File: src/hdl/serv_isa_pkg.sv
package serv_isa_pkg;

   localparam int XLEN       = 32;
   localparam int REG_ADDR_W = 5;
   localparam int OPCODE_W   = 7;
   localparam int FUNCT3_W   = 3;
   localparam int FUNCT7_W   = 7;

   typedef logic [XLEN-1:0]       word_t;
   typedef logic [REG_ADDR_W-1:0] reg_addr_t;
   typedef logic [OPCODE_W-1:0]   opcode_t;
   typedef logic [FUNCT3_W-1:0]   funct3_t;
   typedef logic [FUNCT7_W-1:0]   funct7_t;

   // Field positions in the instruction word
   localparam int RD_LSB  = 7;
   localparam int F3_LSB  = 12;
   localparam int RS1_LSB = 15;
   localparam int RS2_LSB = 20;
   localparam int F7_LSB  = 25;

   // Immediate field widths, both taken from the top of the word
   localparam int IMM_I_W = 12;
   localparam int IMM_U_W = 20;

   // Major opcodes
   localparam opcode_t OP_REG = 7'b0110011;
   localparam opcode_t OP_IMM = 7'b0010011;
   localparam opcode_t OP_LUI = 7'b0110111;

   localparam funct3_t F3_ADD = 3'b000;
   localparam funct3_t F3_XOR = 3'b100;
   localparam funct3_t F3_OR  = 3'b110;
   localparam funct3_t F3_AND = 3'b111;

   localparam funct7_t F7_BASE = 7'b0000000;
   localparam funct7_t F7_SUB  = 7'b0100000;

   // Sequential fetch only
   localparam word_t PC_STEP = 32'd4;

endpackage

File: src/hdl/serv_core_pkg.sv
package serv_core_pkg;

   // Execute phase strobes
   typedef struct packed {
      logic en;
      logic first;
      logic done;
   } cnt_t;

   // Boolean unit ops, same as funct3[1:0]
   typedef enum logic [1:0] {
      BOOL_XOR = 2'b00,
      BOOL_OR  = 2'b10,
      BOOL_AND = 2'b11
   } bool_op_e;

   // Destination bit source
   typedef enum logic [1:0] {
      RD_SEL_ADD  = 2'd0,
      RD_SEL_BOOL = 2'd1,
      RD_SEL_IMM  = 2'd2
   } rd_sel_e;

   typedef struct packed {
      logic     sub;
      bool_op_e bool_op;
      rd_sel_e  rd_sel;
      logic     op_b_imm;
   } alu_ctrl_t;

   typedef struct packed {
      logic                    rreq;
      serv_isa_pkg::reg_addr_t rreg0;
      serv_isa_pkg::reg_addr_t rreg1;
      logic                    wen;
      serv_isa_pkg::reg_addr_t wreg;
      logic                    wdata;
   } rf_req_t;

   typedef struct packed {
      logic ready;
      logic rdata0;
      logic rdata1;
   } rf_rsp_t;

   typedef struct packed {
      logic                cyc;
      serv_isa_pkg::word_t adr;
   } ibus_req_t;

   typedef struct packed {
      logic                ack;
      serv_isa_pkg::word_t rdt;
   } ibus_rsp_t;

endpackage

File: src/hdl/serv_state.sv
`timescale 1ns/1ps

module serv_state (
   input  logic                 i_clk,
   input  logic                 i_reset,
   input  logic                 i_ibus_ack,
   input  logic                 i_rf_ready,
   output logic                 o_ibus_cyc,
   output logic                 o_rf_rreq,
   output serv_core_pkg::cnt_t  o_cnt
);

   localparam int CNT_W = $clog2(serv_isa_pkg::XLEN);
   localparam logic [CNT_W-1:0] CNT_LAST = CNT_W'(serv_isa_pkg::XLEN - 1);

   typedef enum logic [1:0] {
      ST_FETCH,
      ST_WAIT,
      ST_EXEC
   } state_e;

   state_e           state;
   logic [CNT_W-1:0] cnt;
   logic             rreq;
   logic             exec;

   // One instruction in flight: fetch, read request, then 32 serial bits
   always_ff @(posedge i_clk) begin
      if (i_reset) begin
         state <= ST_FETCH;
         cnt   <= '0;
         rreq  <= 1'b0;
      end else begin
         rreq <= 1'b0;
         case (state)
            ST_FETCH: begin
               if (i_ibus_ack) begin
                  state <= ST_WAIT;
                  rreq  <= 1'b1;
               end
            end
            ST_WAIT: begin
               // Ready may come as early as the request cycle
               if (i_rf_ready) begin
                  state <= ST_EXEC;
               end
            end
            ST_EXEC: begin
               cnt <= cnt + 1'b1;
               if (o_cnt.done) begin
                  state <= ST_FETCH;
               end
            end
            default: begin
               state <= ST_FETCH;
            end
         endcase
      end
   end

   assign exec = (state == ST_EXEC);

   assign o_ibus_cyc = (state == ST_FETCH);
   assign o_rf_rreq  = rreq;

   // Counter wraps back to zero after the last bit
   always_comb begin
      o_cnt.en    = exec;
      o_cnt.first = exec && (cnt == '0);
      o_cnt.done  = exec && (cnt == CNT_LAST);
   end

endmodule

File: src/hdl/serv_decode.sv
`timescale 1ns/1ps

module serv_decode (
   input  logic                          i_clk,
   input  logic                          i_ibus_ack,
   input  serv_isa_pkg::word_t           i_ibus_rdt,
   input  serv_core_pkg::cnt_t           i_cnt,
   output serv_isa_pkg::reg_addr_t       o_rs1_addr,
   output serv_isa_pkg::reg_addr_t       o_rs2_addr,
   output serv_isa_pkg::reg_addr_t       o_rd_addr,
   output logic                          o_rd_wen,
   output serv_core_pkg::alu_ctrl_t      o_alu_ctrl,
   output logic                          o_imm
);

   localparam int XLEN    = serv_isa_pkg::XLEN;
   localparam int IMM_I_W = serv_isa_pkg::IMM_I_W;
   localparam int IMM_U_W = serv_isa_pkg::IMM_U_W;

   serv_isa_pkg::word_t   insn;
   serv_isa_pkg::word_t   imm_sr;
   serv_isa_pkg::word_t   imm_i;
   serv_isa_pkg::word_t   imm_u;
   logic                  rdt_is_lui;

   serv_isa_pkg::opcode_t opcode;
   serv_isa_pkg::funct3_t funct3;
   serv_isa_pkg::funct7_t funct7;
   logic                  f3_ok;
   logic                  f7_ok;
   logic                  is_reg;
   logic                  is_imm;
   logic                  is_lui;

   assign imm_i = {{(XLEN-IMM_I_W){i_ibus_rdt[XLEN-1]}}, i_ibus_rdt[XLEN-1 -: IMM_I_W]};
   assign imm_u = {i_ibus_rdt[XLEN-1 -: IMM_U_W], {(XLEN-IMM_U_W){1'b0}}};

   assign rdt_is_lui = (i_ibus_rdt[serv_isa_pkg::OPCODE_W-1:0] == serv_isa_pkg::OP_LUI);

   // Immediate goes out LSB first, one bit per execute cycle
   always_ff @(posedge i_clk) begin
      if (i_ibus_ack) begin
         insn   <= i_ibus_rdt;
         imm_sr <= rdt_is_lui ? imm_u : imm_i;
      end else if (i_cnt.en) begin
         imm_sr <= {imm_sr[XLEN-1], imm_sr[XLEN-1:1]};
      end
   end

   assign o_imm = imm_sr[0];

   assign opcode = insn[serv_isa_pkg::OPCODE_W-1:0];
   assign funct3 = insn[serv_isa_pkg::F3_LSB +: serv_isa_pkg::FUNCT3_W];
   assign funct7 = insn[serv_isa_pkg::F7_LSB +: serv_isa_pkg::FUNCT7_W];

   assign o_rs1_addr = insn[serv_isa_pkg::RS1_LSB +: serv_isa_pkg::REG_ADDR_W];
   assign o_rs2_addr = insn[serv_isa_pkg::RS2_LSB +: serv_isa_pkg::REG_ADDR_W];
   assign o_rd_addr  = insn[serv_isa_pkg::RD_LSB +: serv_isa_pkg::REG_ADDR_W];

   always_comb begin
      f3_ok  = (funct3 == serv_isa_pkg::F3_ADD) || (funct3 == serv_isa_pkg::F3_XOR) ||
               (funct3 == serv_isa_pkg::F3_OR)  || (funct3 == serv_isa_pkg::F3_AND);
      // Only ADD has a SUB variant
      f7_ok  = (funct7 == serv_isa_pkg::F7_BASE) ||
               ((funct7 == serv_isa_pkg::F7_SUB) && (funct3 == serv_isa_pkg::F3_ADD));
      is_reg = (opcode == serv_isa_pkg::OP_REG) && f3_ok && f7_ok;
      is_imm = (opcode == serv_isa_pkg::OP_IMM) && f3_ok;
      is_lui = (opcode == serv_isa_pkg::OP_LUI);
   end

   // x0 is never written
   assign o_rd_wen = (is_reg || is_imm || is_lui) && (o_rd_addr != '0);

   always_comb begin
      o_alu_ctrl.sub      = is_reg && (funct7 == serv_isa_pkg::F7_SUB);
      o_alu_ctrl.op_b_imm = is_imm;

      case (funct3)
         serv_isa_pkg::F3_XOR: o_alu_ctrl.bool_op = serv_core_pkg::BOOL_XOR;
         serv_isa_pkg::F3_OR:  o_alu_ctrl.bool_op = serv_core_pkg::BOOL_OR;
         default:              o_alu_ctrl.bool_op = serv_core_pkg::BOOL_AND;
      endcase

      if (is_lui) begin
         o_alu_ctrl.rd_sel = serv_core_pkg::RD_SEL_IMM;
      end else if (funct3 == serv_isa_pkg::F3_ADD) begin
         o_alu_ctrl.rd_sel = serv_core_pkg::RD_SEL_ADD;
      end else begin
         o_alu_ctrl.rd_sel = serv_core_pkg::RD_SEL_BOOL;
      end
   end

endmodule

File: src/hdl/serv_ctrl.sv
`timescale 1ns/1ps

module serv_ctrl #(
   parameter serv_isa_pkg::word_t RESET_PC = '0
) (
   input  logic                 i_clk,
   input  logic                 i_reset,
   input  serv_core_pkg::cnt_t  i_cnt,
   output serv_isa_pkg::word_t  o_ibus_adr
);

   localparam int XLEN = serv_isa_pkg::XLEN;

   serv_isa_pkg::word_t pc;
   serv_isa_pkg::word_t step_sr;
   logic                step_bit;
   logic                carry;
   logic                c_in;
   logic                sum;
   logic                c_out;

   // Step register rotates once per phase and ends where it started
   assign step_bit = step_sr[0];

   assign c_in  = i_cnt.first ? 1'b0 : carry;
   assign sum   = pc[0] ^ step_bit ^ c_in;
   assign c_out = (pc[0] & step_bit) | (c_in & (pc[0] ^ step_bit));

   always_ff @(posedge i_clk) begin
      if (i_reset) begin
         pc      <= RESET_PC;
         step_sr <= serv_isa_pkg::PC_STEP;
      end else if (i_cnt.en) begin
         pc      <= {sum, pc[XLEN-1:1]};
         step_sr <= {step_sr[0], step_sr[XLEN-1:1]};
      end
   end

   always_ff @(posedge i_clk) begin
      if (i_cnt.en) begin
         carry <= c_out;
      end
   end

   // Only moves while cyc is low
   assign o_ibus_adr = pc;

endmodule

File: src/hdl/serv_alu.sv
`timescale 1ns/1ps

module serv_alu (
   input  logic                      i_clk,
   input  serv_core_pkg::cnt_t       i_cnt,
   input  serv_core_pkg::alu_ctrl_t  i_alu_ctrl,
   input  serv_core_pkg::rf_rsp_t    i_rf_rsp,
   input  logic                      i_imm,
   output logic                      o_rd
);

   logic rs1;
   logic op_b;
   logic b_inv;
   logic carry;
   logic c_in;
   logic sum;
   logic c_out;
   logic bool_q;

   assign rs1  = i_rf_rsp.rdata0;
   assign op_b = i_alu_ctrl.op_b_imm ? i_imm : i_rf_rsp.rdata1;

   // Two's complement subtract: invert b and start with carry set
   assign b_inv = op_b ^ i_alu_ctrl.sub;
   assign c_in  = i_cnt.first ? i_alu_ctrl.sub : carry;
   assign sum   = rs1 ^ b_inv ^ c_in;
   assign c_out = (rs1 & b_inv) | (c_in & (rs1 ^ b_inv));

   always_ff @(posedge i_clk) begin
      if (i_cnt.en) begin
         carry <= c_out;
      end
   end

   always_comb begin
      case (i_alu_ctrl.bool_op)
         serv_core_pkg::BOOL_OR:  bool_q = rs1 | op_b;
         serv_core_pkg::BOOL_AND: bool_q = rs1 & op_b;
         default:                 bool_q = rs1 ^ op_b;
      endcase
   end

   always_comb begin
      case (i_alu_ctrl.rd_sel)
         serv_core_pkg::RD_SEL_ADD:  o_rd = sum;
         serv_core_pkg::RD_SEL_BOOL: o_rd = bool_q;
         serv_core_pkg::RD_SEL_IMM:  o_rd = i_imm;
         default:                    o_rd = 1'b0;
      endcase
   end

endmodule

File: src/hdl/serv_top.sv
`timescale 1ns/1ps

module serv_top #(
   parameter serv_isa_pkg::word_t RESET_PC = '0
) (
   input  logic                      clk,
   input  logic                      i_reset,
   output serv_core_pkg::ibus_req_t  o_ibus,
   input  serv_core_pkg::ibus_rsp_t  i_ibus,
   output serv_core_pkg::rf_req_t    o_rf,
   input  serv_core_pkg::rf_rsp_t    i_rf
);

   serv_core_pkg::cnt_t      cnt;
   serv_core_pkg::alu_ctrl_t alu_ctrl;
   serv_isa_pkg::word_t      ibus_adr;
   serv_isa_pkg::reg_addr_t  rs1_addr;
   serv_isa_pkg::reg_addr_t  rs2_addr;
   serv_isa_pkg::reg_addr_t  rd_addr;
   logic                     ibus_cyc;
   logic                     rf_rreq;
   logic                     rd_wen;
   logic                     imm;
   logic                     alu_rd;

   serv_state state (
      .i_clk      (clk),
      .i_reset    (i_reset),
      .i_ibus_ack (i_ibus.ack),
      .i_rf_ready (i_rf.ready),
      .o_ibus_cyc (ibus_cyc),
      .o_rf_rreq  (rf_rreq),
      .o_cnt      (cnt)
   );

   serv_decode decode (
      .i_clk      (clk),
      .i_ibus_ack (i_ibus.ack),
      .i_ibus_rdt (i_ibus.rdt),
      .i_cnt      (cnt),
      .o_rs1_addr (rs1_addr),
      .o_rs2_addr (rs2_addr),
      .o_rd_addr  (rd_addr),
      .o_rd_wen   (rd_wen),
      .o_alu_ctrl (alu_ctrl),
      .o_imm      (imm)
   );

   serv_ctrl #(
      .RESET_PC (RESET_PC)
   ) ctrl (
      .i_clk      (clk),
      .i_reset    (i_reset),
      .i_cnt      (cnt),
      .o_ibus_adr (ibus_adr)
   );

   serv_alu alu (
      .i_clk      (clk),
      .i_cnt      (cnt),
      .i_alu_ctrl (alu_ctrl),
      .i_rf_rsp   (i_rf),
      .i_imm      (imm),
      .o_rd       (alu_rd)
   );

   assign o_ibus.cyc = ibus_cyc;
   assign o_ibus.adr = ibus_adr;

   // Writes stream alongside the reads
   assign o_rf.rreq  = rf_rreq;
   assign o_rf.rreg0 = rs1_addr;
   assign o_rf.rreg1 = rs2_addr;
   assign o_rf.wen   = rd_wen & cnt.en;
   assign o_rf.wreg  = rd_addr;
   assign o_rf.wdata = alu_rd;

endmodule

File: config.mk
export PLATFORM = sky130hd
export DESIGN_NAME = serv_top
export DESIGN_NICKNAME = d
export VERILOG_FILES = /design/src/hdl/serv_isa_pkg.sv /design/src/hdl/serv_core_pkg.sv /design/src/hdl/serv_state.sv /design/src/hdl/serv_decode.sv /design/src/hdl/serv_ctrl.sv /design/src/hdl/serv_alu.sv /design/src/hdl/serv_top.sv
export SDC_FILE = /design/constraint.sdc
export NUM_CORES = 1
export LEC_CHECK = 0
export BUFFER_PORTS_ARGS = -buffer_cell sky130_fd_sc_hd__buf_2
export CAP_MARGIN = 10
export CORE_ASPECT_RATIO = 0.9
export CORE_MARGIN = 5
export CORE_UTILIZATION = 45
export CTS_CLUSTER_DIAMETER = 100
export DETAILED_ROUTE_END_ITERATION = 8
export PLACE_DENSITY = 0.72
export SYNTH_ARGS = -nofsm -noshare
export SYNTH_HDL_FRONTEND = slang
export SYNTH_HIERARCHICAL = 1
export SYNTH_SLANG_ARGS = --single-unit
File: constraint.sdc
create_clock -name clk -period 9.4 [get_ports clk]
set_input_delay 2.35 -clock clk [delete_from_list [all_inputs] [get_ports clk]]
set_output_delay 2.35 -clock clk [all_outputs]
set_load 0.01 [all_outputs]
Word-level counts from Yosys, hierarchy flattened
Index checks and enable logic that the tools add are counted.
{"block": "word_totals", "elab_cells": 84, "ff_bits": 138}
{"block": "classes", "bitwise_logic": 16, "n_addsub": 1, "n_mux": 16, "eq_ne": 18, "reduce_logical": 23}
{"cell": "$mux 31", "count": 2}
{"cell": "$mux 32", "count": 1}
{"cell": "$eq 7x6->1 const B", "count": 4}
{"cell": "$eq 3x3->1 const B", "count": 3}
{"cell": "$eq 2x2->1 const B", "count": 4}
{"cell": "$logic_and 1x1->1", "count": 8}
{"cell": "$mux 2", "count": 4}
{"cell": "$eq 7x5->1 const B", "count": 1}
{"cell": "$logic_not 7->1", "count": 1}
{"cell": "$and 1x1->1", "count": 6}
{"cell": "$logic_or 1x1->1", "count": 6}
{"cell": "$pmux 2 s3", "count": 1}
{"cell": "$xor 1x1->1", "count": 6}
{"cell": "$add 5x1->5 const B", "count": 1}
{"cell": "$eq 5x5->1 const B", "count": 1}
{"cell": "$logic_not 5->1", "count": 1}
{"cell": "$mux 1", "count": 5}
{"cell": "$reduce_bool 5->1", "count": 1}
{"cell": "$eq 2x1->1 const B", "count": 2}
{"cell": "$logic_not 2->1", "count": 2}
{"cell": "$ne 2x2->1 const B", "count": 2}
{"cell": "$pmux 2 s2", "count": 1}
{"cell": "$logic_not 3->1", "count": 1}
{"cell": "$or 1x1->1", "count": 3}
{"cell": "other kinds (7)", "count": 7}

Longest topological paths before layout
Gate-level depths: netlist (run 1).
{"block": "logic_depth", "ltp_word": 11, "mapped_depth": 11, "ltp_nobuf": 9}

Cells and area by module
The synthesis (run 1) kept the hierarchy.
{"mod": "serv_decode", "n_inst": 1, "area_each_um2": 2816.5, "seq_area_each_um2": 1921.8, "cells_each": 202}
{"mod": "serv_ctrl", "n_inst": 1, "area_each_um2": 2374.8, "seq_area_each_um2": 1311.3, "cells_each": 212}
{"mod": "serv_state", "n_inst": 1, "area_each_um2": 399.1, "seq_area_each_um2": 160.2, "cells_each": 42}
{"mod": "serv_alu", "n_inst": 1, "area_each_um2": 160.2, "seq_area_each_um2": 30.0, "cells_each": 16}
{"mod": "serv_top", "n_inst": 1, "area_each_um2": 28.8, "seq_area_each_um2": 0.0, "cells_each": 4}

Least setup slack after synthesis (run 1)
Ideal clock, no wire load.
{"block": "synth_path", "kind": "in2out", "startpoint": "in i_rf[0] in the netlist's numbering", "endpoint": "out o_rf[0] in the netlist's numbering", "arrival_time_ns": 3.536, "required_ns": 7.050, "cell_stages": 6, "path_slack_ns": 3.514, "cell_sequence": "mux2i_1 -> xnor2_1 -> fa_1 -> nor3_1 -> a221oi_2 -> buf_4"}
{"block": "synth_between", "elab_chain_cells": 5, "word_cells_on_any_way": 9, "cone_classes": "mux: 3; bitwise: 6"}
{"element": "start, declared", "line_no": "serv_top.sv:11", "rtl": "input serv_core_pkg::rf_rsp_t i_rf"}
{"element": "$mux 1 *", "line_no": "serv_alu.sv:22", "rtl": "assign op_b = i_alu_ctrl.op_b_imm ? i_imm : i_rf_rsp.rdata1;"}
{"element": "$xor 1x1->1", "line_no": "serv_alu.sv:25", "rtl": "assign b_inv = op_b ^ i_alu_ctrl.sub;"}
{"element": "$xor 1x1->1 (2 in series)", "line_no": "serv_alu.sv:27", "rtl": "assign sum = rs1 ^ b_inv ^ c_in;"}
{"element": "$pmux 1 s3 *", "line_no": "serv_alu.sv:45", "rtl": "case (i_alu_ctrl.rd_sel)"}
{"element": "end, declared", "line_no": "serv_top.sv:10", "rtl": "output serv_core_pkg::rf_req_t o_rf,"}
Every way passes the cells marked *; elsewhere a longest branch is shown, timed or not.

==> metrics.txt, run 1 <==
die width=129 um; relative slew slack=25.8%; die extent in y=between 100 and 150 um; Startpoint Class=input pin; Avg Cell Area, Syn=12.2 sq um; crit path kind=in2out; Root Driver=clkbuf_16; sw frac=21.1%; Initial Util=45.7%; Rows=39; Slew Limit Fails=0; Total Routed Length=9890 um; slowest stage cell, crit path=fa_1; post-DR wirelength/cell=approximately 14 um; slew at the pin with the worst max-slew slack=1.11 ns; clock skew=between 0.004 and 0.005 ns; detailed placement HPWL=6500 um; Seq pwr share=47.3%; area delta synth->final=15.4%; critical path capture point=o_rf[0]; Clk network pwr share=46.7%; worst reg2reg path startpoint=state/state[0]; Synth Warn #=6; CP Cell Sequence=buf_2 -> mux2i_1 -> xnor2_1 -> fa_1 -> nor3_1 -> a221oi_2 -> buf_2; fin crit period=6.06 ns; outcome=completed; Routed Antenna Nets=0; # resized after CTS=0; Peak supply drop=approximately 0.14 mV; hold_ws=0.482 ns; die area=15200 sq um; Core ar.=12600 sq um; H-tree depth=4; Iter 0 DRT Violations=203; Final Hold Fails=0; setup bufs post-CTS=0; Mapped Area=5770 sq um; RR Endpoint=decode/imm_sr[4]; reg2reg setup slack=between 6 and 7 ns; Logic pwr share=5.9%; final setup margin=around 3.3 ns; Port Buffers=88; # IOs=89; CP Capture Type=output pin; Switch Pwr=0.299 mW; CTS sink count=138; Clk Latency, worst-skew pair=0.41 ns; first-pass GRT wire length=16900 um; Mapped Cells=475; GRT Resource Usage Total=13.9%; DR vias/cell=4.88; Setup violations, final=0; largest net degree at the start of global routing=74; Bufs on Longest Clock Path=2; share of cells above drive strength 1=26.5%; critical path depth=7; Arr. time, crit path=approximately 3.7 ns; CTS tree=done; hold buffers post-CTS=0; placer congestion estimate=0.767; Reg clk slew, reported paths=~0.05 ns; hold crit path type=reg2reg; final core utilization=52.7%; DRT Pass-1 Iters=4; Final #Nets=583; Crit path top cell by count=buf_2; power density cells=213 nW/um^2; Leak=2.62 nW; Vias=~3500; n_diodes=0; max incr delay on CP=0.51 ns; DRC=0; RSZ-0062 raised after global routing=false; Max Fclk=approximately 160 MHz; Worst Path Buf+Inv=2; Reg2Reg Depth=3; vias in the first global route=approximately 3600; Post-Place Worst Slack=3.33 ns; sum of negative setup slack=0 ns; Synth Net Count=between 500 and 600; GR Overflow Total=0; WP data required=7.05 ns; Max-cap violations=0; P_int=1.12 mW; final worst-path cycle share=64.5%; Setup crit start=i_rf[0]; largest fanout on the critical path=3; total CTS buffers=17; initial antenna violation count=0; cell family with most CP delay=adder cells
## cell type report
| class | count | area [sq um] |
|---|---|---|
| Inverter | 32 | 120 |
| Clock inverter | 12 | 149 |
| Clock buffer | 20 | 447 |
| Multi-Input combinational cell | 258 | 1860 |
| Sequential cell | 138 | 3420 |
| Tap cell | 164 | 205 |
| Timing Repair Buffer | 91 | 463 |
| Fill cell | 1096 | 5980 |
## cells in the final DEF (no fill, tap or decap), drive strengths merged, types with 2 or more instances in the layout
master and instances:
nand3b 3, dfxtp 72, xnor2 2, o221ai 11
ha 5, and2 4, inv 32, o22ai 11
a21oi 3, nand3 17, or4 2, mux2 2
fa 2, clkinvlp 4, clkinv 5, a211oi 2
buf 91, or2 4, nor2b 2, bufinv 3
nand2 16, nor2 75, nand2b 13, mux2i 65
edfxtp 66, clkbuf 20, nor3 6
## routing by layer
layer | track usage [%] | up-vias | routed length (um)
li1 | - | 1757 | -
met1 | 17.1 | 1656 | 4420
met2 | 21.9 | 69 | 4790
met3 | 5.81 | 10 | 574
met4 | 5.18 | 0 | 100
met5 | 0 | - | 0
## worst register-to-register path, delay by kind of cell, from the launching register on
family	cells	cell delay [ns]
buf+inv	1	0.81
flops	1	0.35
simple gates	2	1.07
## sequential cells by signal (all words and copies together) (netlist names)
name             count
alu/carry            1
ctrl/carry           1
ctrl/o_ibus_adr     32
ctrl/step_sr        32
decode/imm_sr       32
decode/insn         32
state/cnt            5
state/o_rf_rreq      1
state/state          2
## how the worst min path moves through the flow
stage                               start              end  depth (start not counted)
final                     ctrl/step_sr[3]  ctrl/step_sr[2]                          1
after global routing      ctrl/step_sr[5]  ctrl/step_sr[4]                          2
after CTS                 ctrl/step_sr[3]  ctrl/step_sr[2]                          1
after detailed placement  ctrl/step_sr[3]  ctrl/step_sr[2]                          1
after global placement    ctrl/step_sr[3]  ctrl/step_sr[2]                          1
after floorplan           ctrl/step_sr[3]  ctrl/step_sr[2]                          1
## metrics by stage
step	power (mW)	std cells	instance area (sq um)
floorplan	0.750	475	5770
global placement	0.764	683	6070
detailed placement	0.767	683	6070
CTS	1.44	715	6660
global route	1.48	715	6660
finish	1.42	715	6660
## power groups by stage
stage	clock network [mW]	registers [mW]	logic, mW
floorplan	0	0.680	0.0697
global placement	0	0.682	0.0823
detailed placement	0	0.683	0.0845
CTS	0.681	0.671	0.0850
global route	0.713	0.673	0.0935
finish	0.662	0.670	0.0840
(Power assumes the default switching activity.)
==> run 2: changes to the inputs <==
Settings changed: PLACE_DENSITY 0.72 to 0.74.
Clock period 9.4 ns to 5.2 ns, I/O delays scaled along.
==> run 2 against run 1 <==
Net effect:
- core utilization is 0.26 points lower
- combinational power up 82%
- first-iteration DRC count is 4.4% higher
- sequential power grew 81%
- critical path type is now reg2out
- critical path depth up 2
- design area fell by 0.49%
- largest power group unchanged
- via count up 0.52%
- register-to-register slack worse by 4.2 ns
- cell count stayed put
- clock skew hardly changed
- power rose by 77%
==> metrics.txt, run 2 (synthesis gave the netlist of run 1 again) <==
die width=129 um; hold crit path type=reg2reg; hold buffers post-CTS=0; Bufs on Longest Clock Path=2; Peak supply drop=0.338 mV; final core utilization=approximately 52%; M2 GR Usage=22.4%; RR Endpoint=decode/imm_sr[23]; hold depth=2; area delta synth->final=14.8%; Hold Startpoint=ctrl/step_sr[16]; GRT Resource Usage Total=13.9%; Rows=39; initial antenna violation count=0; total CTS buffers=17; Total Routed Length=~10000 um; Worst Path Buf+Inv=1; Root Driver=clkbuf_16; placer congestion estimate=0.781; max incr delay on CP=~0.53 ns; Setup crit start=decode/insn[3]; die extent in y=117 um; Setup violations, final=0; Max-cap violations=0; Max Fclk=236 MHz; clock skew=0.00513 ns; Non-Filler Instances=715; Crit path top cell by count=nor3_1; CTS tree=done; final worst-path cycle share=81.6%; first-pass GRT wire length=17100 um; CTS sink count=approximately 140; GR Overflow Total=0; relative slew slack=between 20% and 30%; Slew Limit Fails=0; DR vias/cell=approximately 4.9; DRC=0; Core ar.=12600 sq um; DRT Pass-1 Iters=4; Port Buffers=88; crit path kind=reg2out; Reg clk slew, reported paths=0.06 ns; largest net degree at the start of global routing=76; sum of negative setup slack=0 ns; outcome=completed; cell family with most CP delay=simple AND/OR/NAND/NOR gates; Initial Util=45.7%; share of cells above drive strength 1=26.5%; met3 GRT Util=under 10%; worst reg2reg path startpoint=state/state[0]; RSZ-0062 raised after global routing=false; most frequent cells in the layout=buf_2 (88), nor2_1 (75), dfxtp_1 (72); DP Cell Count=683; power density cells=377 nW/um^2; CP Capture Type=output pin; Reg2Reg Depth=3; most common cell after layout, fill and taps aside=buf_2; fin crit period=between 4 and 5 ns; reg2reg setup slack=2.57 ns; CP Cell Sequence=or3b_1 -> nor3_1 -> and2_1 -> mux2i_1 -> xnor2_1 -> fa_1 -> nor3_1 -> a221oi_2 -> buf_2; total power=~2.5 mW; die area=15200 sq um; slowest stage cell, crit path=fa_1; Final Hold Fails=0; Clk Latency, worst-skew pair=0.40 ns; Vias=3510; Leak=2.62 nW; Arr. time, crit path=between 2 and 3 ns; Startpoint Class=register; Iter 0 DRT Violations=212; Hold Crit Endpoint=ctrl/step_sr[16]; n_diodes=0; vias in the first global route=3598; GR peak layer=met2; fin area=6630 sq um; Final #Nets=583; detailed placement HPWL=6650 um; post-DR wirelength/cell=14.1 um; # resized after CTS=0; dpl cell area=between 6000 and 7000 sq um; # IOs=around 90; grt met1 use=17.2%; setup bufs post-CTS=0; H-tree depth=4; WP data required=3.90 ns; Routed Antenna Nets=0; slew at the pin with the worst max-slew slack=~1.1 ns; Fillers=1076; largest fanout on the critical path=3
run 2: cell types whose count changed in the layout (fill, tap and decap cells not counted), sizes merged:
| cell | previous run | this run |
|---|---|---|
| bufinv | 3 | 1 |
| clkinvlp | 4 | 1 |
| inv | 32 | 36 |
| clkbuf | 20 | 21 |
run 2: worst register-to-register path: cells and delay by family, from the launching register on:
| kind | cells | cell delay [ns] |
|---|---|---|
| buffers and inverters | 1 | 0.86 |
| and+or+nand+nor | 2 | 1.04 |
| DFF | 1 | 0.35 |
run 2: stage by stage:
stage               setup WS [ns]  hold WS (ns)
floorplan                    1.41         0.438
global placement             1.25         0.449
detailed placement           1.17         0.460
CTS                         0.911         0.494
global route                0.696         0.505
finish                      0.959         0.493
run 2: final cells by class:
class                   count  area (sq um)  area share [%]
flip-flops and latches    138          3420            51.6
multi-input cells         258          1860            28.0
clock buffers              21           472            7.11
repair buffers             91           463            6.98
well taps                 164           205            3.09
inverters                  32           120            1.81
clock inverters            11          91.3            1.38
run 2: worst max path at each step:
stage	endpoint	cells past startpoint	slack, ns
after global placement	o_rf[0]	7	1.25
final	o_rf[0]	9	0.96
after CTS	o_rf[0]	9	0.91
after global routing	o_rf[0]	9	0.70
after floorplan	o_rf[0]	6	1.41
after detailed placement	o_rf[0]	7	1.17
run 2: metal layers:
layer | routed length [um] | part of all wire [%] | vias up
met3 | 574 | 5.7 | 8
met5 | 0 | 0 | -
met1 | 4440 | 44 | 1680
li1 | - | - | 1754
met4 | 95 | 0.94 | 0
met2 | 4990 | 49 | 68
run 2: power by group:
group          leakage (nW)  internal [mW]  switching [mW]
Clock                 0.283          0.697           0.438
Combinational          1.11         0.0613          0.0920
Sequential             1.23           1.20          0.0171
Total                  2.62           1.95           0.547
